File: config.mk
export PLATFORM = sky130hd
export DESIGN_NAME = lsu_fsm
export DESIGN_NICKNAME = d
export VERILOG_FILES = /design/src/hw/lsu_pkg.sv /design/src/hw/lsu_fsm.sv /design/src/hw/lsu_load_extend.sv /design/src/hw/lsu_store_align.sv
export SDC_FILE = /design/constraint.sdc
export NUM_CORES = 1
export LEC_CHECK = 0
export ABC_CLOCK_PERIOD_IN_PS = 7300
export BUFFER_PORTS_ARGS = -buffer_cell sky130_fd_sc_hd__buf_2
export CAP_MARGIN = 10
export CORE_UTILIZATION = 40
export DETAILED_ROUTE_END_ITERATION = 7
export GPL_TIMING_DRIVEN = 0
export PLACE_DENSITY = 0.67
export SYNTH_ARGS = -nofsm -noshare
export SYNTH_HDL_FRONTEND = slang
export SYNTH_SLANG_ARGS = --single-unit
File: constraint.sdc
create_clock -name clock -period 7.3 [get_ports clock]
set_clock_uncertainty 0.05 [all_clocks]
set_input_delay 0.73 -clock clock [delete_from_list [all_inputs] [get_ports clock]]
set_output_delay 0.73 -clock clock [all_outputs]
set_load 0.02 [all_outputs]
File: src/hw/lsu_pkg.sv
package lsu_pkg;

	typedef logic [31:0] addr_t;
	typedef logic [31:0] word_t;
	typedef logic [3:0]  strb_t;
	typedef logic [3:0]  reg_idx_t;
	typedef logic [1:0]  axi_resp_t;

	localparam axi_resp_t RESP_OKAY   = 2'b00;
	localparam axi_resp_t RESP_SLVERR = 2'b10;

	typedef enum logic [2:0] {
		F3_BYTE   = 3'b000,
		F3_HALF   = 3'b001,
		F3_WORD   = 3'b010,
		F3_BYTE_U = 3'b100,
		F3_HALF_U = 3'b101
	} funct3_t;

	typedef enum logic [1:0] {
		OP_PASS  = 2'b00,
		OP_LOAD  = 2'b01,
		OP_STORE = 2'b10
	} lsu_op_t;

	typedef enum logic [2:0] {
		ST_IDLE,
		ST_READ_ADDR,
		ST_READ_DATA,
		ST_WRITE,
		ST_WRITE_RESP,
		ST_WRITEBACK
	} lsu_state_t;

	typedef struct packed {
		lsu_op_t  op;
		funct3_t  funct3;
		reg_idx_t rd;
		logic     reg_wen;
		addr_t    addr; // execute result
		word_t    store_data;
	} lsu_req_t;

	typedef struct packed {
		reg_idx_t rd;
		logic     reg_wen;
		word_t    value;
		logic     fault;
	} lsu_wb_t;

	typedef struct packed {
		logic       arvalid;
		addr_t      araddr;
		logic [2:0] arsize;
		logic       awvalid;
		addr_t      awaddr;
		logic [2:0] awsize;
		logic       wvalid;
		word_t      wdata;
		strb_t      wstrb;
		logic       rready;
		logic       bready;
	} axi_m2s_t;

	typedef struct packed {
		logic      arready;
		logic      awready;
		logic      wready;
		logic      rvalid;
		word_t     rdata;
		axi_resp_t rresp;
		logic      bvalid;
		axi_resp_t bresp;
	} axi_s2m_t;

endpackage
File: src/hw/lsu_fsm.sv
`timescale 1ns/1ps

module lsu_fsm
	import lsu_pkg::*;
(
	input  logic     clock,
	input  logic     rst_n,
	input  lsu_req_t req,
	input  logic     req_valid,
	output logic     req_ready,
	output axi_m2s_t axi_out,
	input  axi_s2m_t axi_in,
	output lsu_wb_t  wb,
	output logic     wb_valid
);

	lsu_state_t state;
	lsu_req_t   req_q;
	logic       misaligned_q;
	axi_resp_t  resp_q;
	word_t      load_q;
	logic       aw_done;
	logic       w_done;

	word_t      wdata;
	strb_t      wstrb;
	logic [2:0] size;
	word_t      load_value;
	logic       accept;
	logic       misaligned;
	logic       aw_hs;
	logic       w_hs;
	logic       fault;

	assign req_ready = (state == ST_IDLE) && !wb_valid;
	assign accept    = req_valid && req_ready;
	assign aw_hs     = axi_out.awvalid && axi_in.awready;
	assign w_hs      = axi_out.wvalid && axi_in.wready;
	assign fault     = misaligned_q || (resp_q != RESP_OKAY);

	always_comb begin
		misaligned = 1'b0;
		if (req.op != OP_PASS) begin
			case (req.funct3)
				F3_HALF, F3_HALF_U: misaligned = req.addr[0];
				F3_WORD:            misaligned = |req.addr[1:0];
				default:            misaligned = 1'b0;
			endcase
		end
	end

	lsu_store_align u_store_align (
		.addr      (req_q.addr),
		.funct3    (req_q.funct3),
		.store_data(req_q.store_data),
		.wdata     (wdata),
		.wstrb     (wstrb),
		.size      (size)
	);

	lsu_load_extend u_load_extend (
		.addr  (req_q.addr),
		.funct3(req_q.funct3),
		.rdata (axi_in.rdata),
		.value (load_value)
	);

	always_comb begin
		axi_out.arvalid = (state == ST_READ_ADDR);
		axi_out.araddr  = req_q.addr;
		axi_out.arsize  = size; // same size on both address channels
		axi_out.awvalid = (state == ST_WRITE) && !aw_done;
		axi_out.awaddr  = req_q.addr;
		axi_out.awsize  = size;
		axi_out.wvalid  = (state == ST_WRITE) && !w_done;
		axi_out.wdata   = wdata;
		axi_out.wstrb   = wstrb;
		axi_out.rready  = 1'b1;
		axi_out.bready  = 1'b1;
	end

	always_ff @(posedge clock) begin
		if (!rst_n) begin
			state    <= ST_IDLE;
			aw_done  <= 1'b0;
			w_done   <= 1'b0;
			wb_valid <= 1'b0;
			wb       <= '0;
		end else begin
			wb_valid <= 1'b0;
			case (state)
				ST_IDLE: begin
					if (accept) begin
						if (req.op == OP_PASS || misaligned)
							state <= ST_WRITEBACK; // no bus access
						else if (req.op == OP_LOAD)
							state <= ST_READ_ADDR;
						else
							state <= ST_WRITE;
					end
				end
				ST_READ_ADDR: begin
					if (axi_in.arready)
						state <= ST_READ_DATA;
				end
				ST_READ_DATA: begin
					if (axi_in.rvalid)
						state <= ST_WRITEBACK;
				end
				ST_WRITE: begin
					if (aw_hs)
						aw_done <= 1'b1;
					if (w_hs)
						w_done <= 1'b1;
					if ((aw_done || aw_hs) && (w_done || w_hs)) begin
						aw_done <= 1'b0;
						w_done  <= 1'b0;
						state   <= ST_WRITE_RESP;
					end
				end
				ST_WRITE_RESP: begin
					if (axi_in.bvalid)
						state <= ST_WRITEBACK;
				end
				ST_WRITEBACK: begin
					wb.rd      <= req_q.rd;
					wb.reg_wen <= req_q.reg_wen;
					wb.fault   <= fault;
					if (fault)
						wb.value <= '0;
					else if (req_q.op == OP_LOAD)
						wb.value <= load_q;
					else
						wb.value <= req_q.addr; // pass and store
					wb_valid <= 1'b1;
					state    <= ST_IDLE;
				end
				default: state <= ST_IDLE;
			endcase
		end
	end

	always_ff @(posedge clock) begin
		if (accept) begin
			req_q        <= req;
			misaligned_q <= misaligned;
			resp_q       <= RESP_OKAY;
		end
		if (state == ST_READ_DATA && axi_in.rvalid) begin
			load_q <= load_value;
			resp_q <= axi_in.rresp;
		end
		if (state == ST_WRITE_RESP && axi_in.bvalid)
			resp_q <= axi_in.bresp;
	end

endmodule

File: src/hw/lsu_load_extend.sv
`timescale 1ns/1ps

module lsu_load_extend
	import lsu_pkg::*;
(
	input  addr_t   addr,
	input  funct3_t funct3,
	input  word_t   rdata,
	output word_t   value
);

	word_t shifted;

	assign shifted = rdata >> {addr[1:0], 3'b000}; // addressed byte to bit 0

	always_comb begin
		case (funct3)
			F3_BYTE:   value = {{24{shifted[7]}}, shifted[7:0]};
			F3_HALF:   value = {{16{shifted[15]}}, shifted[15:0]};
			F3_WORD:   value = shifted;
			F3_BYTE_U: value = {24'h000000, shifted[7:0]};
			F3_HALF_U: value = {16'h0000, shifted[15:0]};
			default:   value = '0;
		endcase
	end

endmodule

File: src/hw/lsu_store_align.sv
`timescale 1ns/1ps

module lsu_store_align
	import lsu_pkg::*;
(
	input  addr_t      addr,
	input  funct3_t    funct3,
	input  word_t      store_data,
	output word_t      wdata,
	output strb_t      wstrb,
	output logic [2:0] size
);

	strb_t mask;

	always_comb begin
		case (funct3[1:0])
			2'b00:   mask = 4'b0001; // byte
			2'b01:   mask = 4'b0011; // half
			default: mask = 4'b1111;
		endcase
	end

	assign wstrb = mask << addr[1:0];
	assign wdata = store_data << {addr[1:0], 3'b000}; // lane of the low byte
	assign size  = {1'b0, funct3[1:0]};

endmodule

# == Yosys cells after proc, flatten, opt, wreduce, memory -nomap -nowiden ==
# Index checks and enable logic that the tools add are counted.
# word_totals
register_bits,153
out_inout_bits,151
word_cells,92
input_bits,118
# classes
n_reduce_logical,30
n_mux,22
eq_ne,20
shifts,3
# ops
cell,count
$pmux W32 S5,1
$mux W32,2
$shl A32 B5 Y32,1
$shr A32 B5 Y32,1
$mux W3,6
$eq A3 B3 Y1 const B,5
$pmux W3 S5,1
$eq A3 B2 Y1 const B,4
$eq A3 B1 Y1 const B,3
$logic_and A1 B1 Y1,9
$mux W2,4
$pmux W4 S2,1
$reduce_bool A2 Y1,4
$eq A2 B1 Y1 const B,3
$logic_not A3 Y1,2
$mux W1,6
$ne A2 B2 Y1 const B,3
$reduce_and A5 Y1,1
$logic_not A2 Y1,2
$logic_or A1 B1 Y1,4
$ne A2 B1 Y1 const B,2
$reduce_and A2 Y1,2
$reduce_or A2 Y1,2
$shl A4 B2 Y4,1
3 further kinds,5

# == Depth between registers and ports, before layout ==
# logic_depth
depth_word,8
mapped_depth,7
mapped_depth_nobuf,4

# == Hierarchy ==
# From an unflattened synthesis, not the netlist that was laid out.
# hier_totals
hier_cells,629
hier_area_um2,7420.9
# modules_own_cells
module,area_per_inst_um2,cells_per_inst,seq_area_each_um2,instances
lsu_fsm,6027.0,444,4154.0,1
lsu_load_extend,803.3,109,0.0,1
lsu_store_align,590.6,76,0.0,1

# == Worst setup path before layout ==
# OpenSTA, ideal clock, no wires.
# synth_path
path_kind,register to register
startpoint,reg state[0]
endpoint,"reg req_q, in the netlist axi_out[42] (enable)"
period_less_slack_ps,3760
n_path_buf,2
arrival_ps,3269
stages_incl_launch_ff,5
setup_time_ps,441
t_required_ps,6809
slack_ps,3540
cell_sequence,dfxtp_1 -> buf_4 -> clkbuf_1 -> nor4_1 -> and2_1
# synth_via
elab_chain_cells,3
# synth_lines
element,line_no,source
start: declaration,lsu_fsm.sv:17,lsu_state_t state;
start signal: assignment,lsu_fsm.sv:84,state <= ST_IDLE;
start signal: assignment,lsu_fsm.sv:95,state <= ST_WRITEBACK;
start signal: assignment,lsu_fsm.sv:97,state <= ST_READ_ADDR;
$logic_not A3 Y1,lsu_fsm.sv:35,assign req_ready = (state == ST_IDLE) && !wb_valid;
$logic_and A1 B1 Y1,lsu_fsm.sv:35,
named net req_ready,lsu_fsm.sv:10,"output logic req_ready,"
$logic_and A1 B1 Y1,lsu_fsm.sv:36,assign accept = req_valid && req_ready;
named net accept,lsu_fsm.sv:29,logic accept;
end signal: assignment,lsu_fsm.sv:145,req_q <= req;
end: declaration,lsu_fsm.sv:18,lsu_req_t req_q;
# The timed path passes the listed nets, and every way through them passes these cells.
# A chain may end at the register's enable or synchronous reset.

==> impl_metrics.json <==
{
  "die_w_microns": 136,
  "core-area_sq_um": 17400,
  "drive_gt1_frac": 0.426,
  "setup_viol": 0,
  "end_kind": "primary output",
  "fin_crit_ns": 3.33,
  "detailed_place.area_sq_um": 8780,
  "dp_hpwl_microns": 14700,
  "grt_overflow": 0,
  "cts_root_buf": "clkbuf_16",
  "route.detailed.drc": 0,
  "setup_ws_ns": 3.97,
  "mostFrequentLayoutCell": "buf_2",
  "ant_nets": 0,
  "yosysTopAreaCell": "edfxtp_1",
  "wl_per_cell_microns": 17.5,
  "vias": 5548,
  "grt_start_max_net_pins": 50,
  "hold_viol": 0,
  "fillers": 1581,
  "cts.htree.levels": 4,
  "stdcell_area_sq_um": 9420,
  "p_leak_nw": 4.23,
  "netlist_top_cells_area": "edfxtp_1 46%, dfxtp_1 12%, mux2i_1 9.1%",
  "place_congestion": 0.820,
  "avgSynthCellArea_sq_um": 11.8,
  "power_density_nw_per_um2": 369,
  "seqCellArea_sq_um": 4150,
  "nNetsFinal": 1007,
  "cts_buffers": 17,
  "max_freq_mhz": 300,
  "worstMarginPinSlew_ns": 0.930,
  "firstDrtPassIters": 4,
  "start_util": 0.411,
  "hp-class": "register to register",
  "critPathLaunchType": "register",
  "yosys_warnings": 0,
  "synth_cell_type_count": 43,
  "mostFrequentLayoutCells": "276 x buf_2, 109 x edfxtp_1, 74 x buf_4",
  "cts_max_path_buffers": 2,
  "avgViaCountPerCell": 4.91,
  "synth_ff_type": "edfxtp_1",
  "yosys_register_bits": 153,
  "worst-setup-path-type": "register to primary output",
  "cts_tree": "built",
  "routed-wl-met2_microns": 9890,
  "slew_viol_final": 0,
  "placedCellCount": 1095,
  "antenna_found_initial": 6,
  "synth_edf_count": 109,
  "routed.top_layer": "met5",
  "slew_headroom": 0.380,
  "maxCapViolations": 0,
  "cts_hold_buf": 0,
  "synth_top_area_share": 0.459,
  "grt_pass1_wl_microns": 29300,
  "layout-area-overhead-vs-synth_pct": 31.9,
  "wl_met1_microns": 8030,
  "yosysSeqAreaShare": 0.582,
  "track_usage": 0.217,
  "grt_setup_unrepaired": "false",
  "clk_pin_slew_ns": 0.06,
  "async_reset_ff_frac": 0,
  "cts.sinks": 153,
  "wl_microns": 19800,
  "num_rows": 48,
  "status": "finished clean",
  "drtIter0Drc": 226,
  "hold_ws_ns": 0.403,
  "crit_path_max_fanout": 10,
  "dieArea_sq_um": 18400,
  "wl_met3_microns": 1490,
  "cts_setup_buffers": 0,
  "cp_data_required_time_ns": 6.52,
  "postSynthCellCount": 603,
  "fin_util": 0.542,
  "peakVddDrop_mv": 0.191,
  "worstPathArrival_ns": 2.55,
  "grt_pass1_vias": 5363,
  "cts_resized": 0,
  "fin_crit_sh": 0.457,
  "io_buffers": 264,
  "io_pins": 269,
  "syn_area_sq_um": 7140,
  "fin_setup_tns_ns": 0,
  "multiInputGateArea_sq_um": 2280,
  "die_h_microns": 136,
  "place_ws_ns": 4.38,
  "power.total_mw": 3.47,
  "clk-insertion-delay-late_ns": 0.42,
  "fin_cells": 1129
}
[registers in the layout (all words and copies together), names as in the netlist]
signal        flops
aw_done           1
axi_out          32
load_q           32
misaligned_q      1
req_q            42
resp_q            2
state             3
w_done            1
wb               38
wb_valid          1
[cells by family after synthesis]
| logic type | count (synthesis) | synth area share |
|---|---|---|
| DFF | 153 | 0.582 |
| and+or+nand+nor | 138 | 0.0943 |
| buffers and inverters | 112 | 0.0999 |
| AOI/OAI and AO/OA | 132 | 0.128 |
| other | 2 | 0.00105 |
| muxes | 66 | 0.0943 |
[worst max-delay path, stage by stage (launching register included)]
cell      delay (ns)
edfxtp_1        0.45
buf_2           0.22
nor2b_1         0.39
clkbuf_1        0.56
nand2_1         0.12
o21ai_1         0.17
buf_2           0.22
[layout make-up]
cell class                 count  share of cell area
sequential                   153               0.441
buffer                       110              0.0750
inverter                       2            0.000797
tap                          225              0.0299
clock inverter                 7              0.0148
antenna                        3            0.000797
multi-input combinational    340               0.242
timing repair buffer         265               0.143
clock buffer                  24              0.0524
[path summary, 6_finish.rpt]
check | from | end | slack (ns) | cells after the start
worst min register to register | wb[35] | wb[35] | 0.40 | 2
worst max-delay path | axi_out[43] | axi_out[24] | 3.97 | 6
worst max register to register | state[0] | axi_out[71] | 4.99 | 5
worst min-delay path | wb[35] | wb[35] | 0.40 | 2
[cells in the mapped netlist, drive strengths merged, types with 2 or more instances]
cell	n
a211oi	24
a21o	9
a21oi	26
a22o	2
a2bb2oi	32
and2	11
buf	92
clkbuf	18
conb	2
dfxtp	44
edfxtp	109
inv	2
mux2i	65
nand2	22
nand3b	4
nor2	66
nor2b	19
nor3	2
nor3b	2
nor4	2
nor4bb	2
o21a	2
o21ai	30
or4	2
[power by group]
part	switching, mW	internal (mW)
clock	0.336	0.609
combinational	0.760	0.510
sequential	0.0964	1.16
total	1.19	2.28
[per-layer routing]
metal  up-vias  GRT usage
met4         4     0.0768
li1       2700          -
met1      2599      0.254
met2       214      0.368
met5         -          0
met3        31     0.0718
No activity file was read; power rests on OpenSTA's default activity.
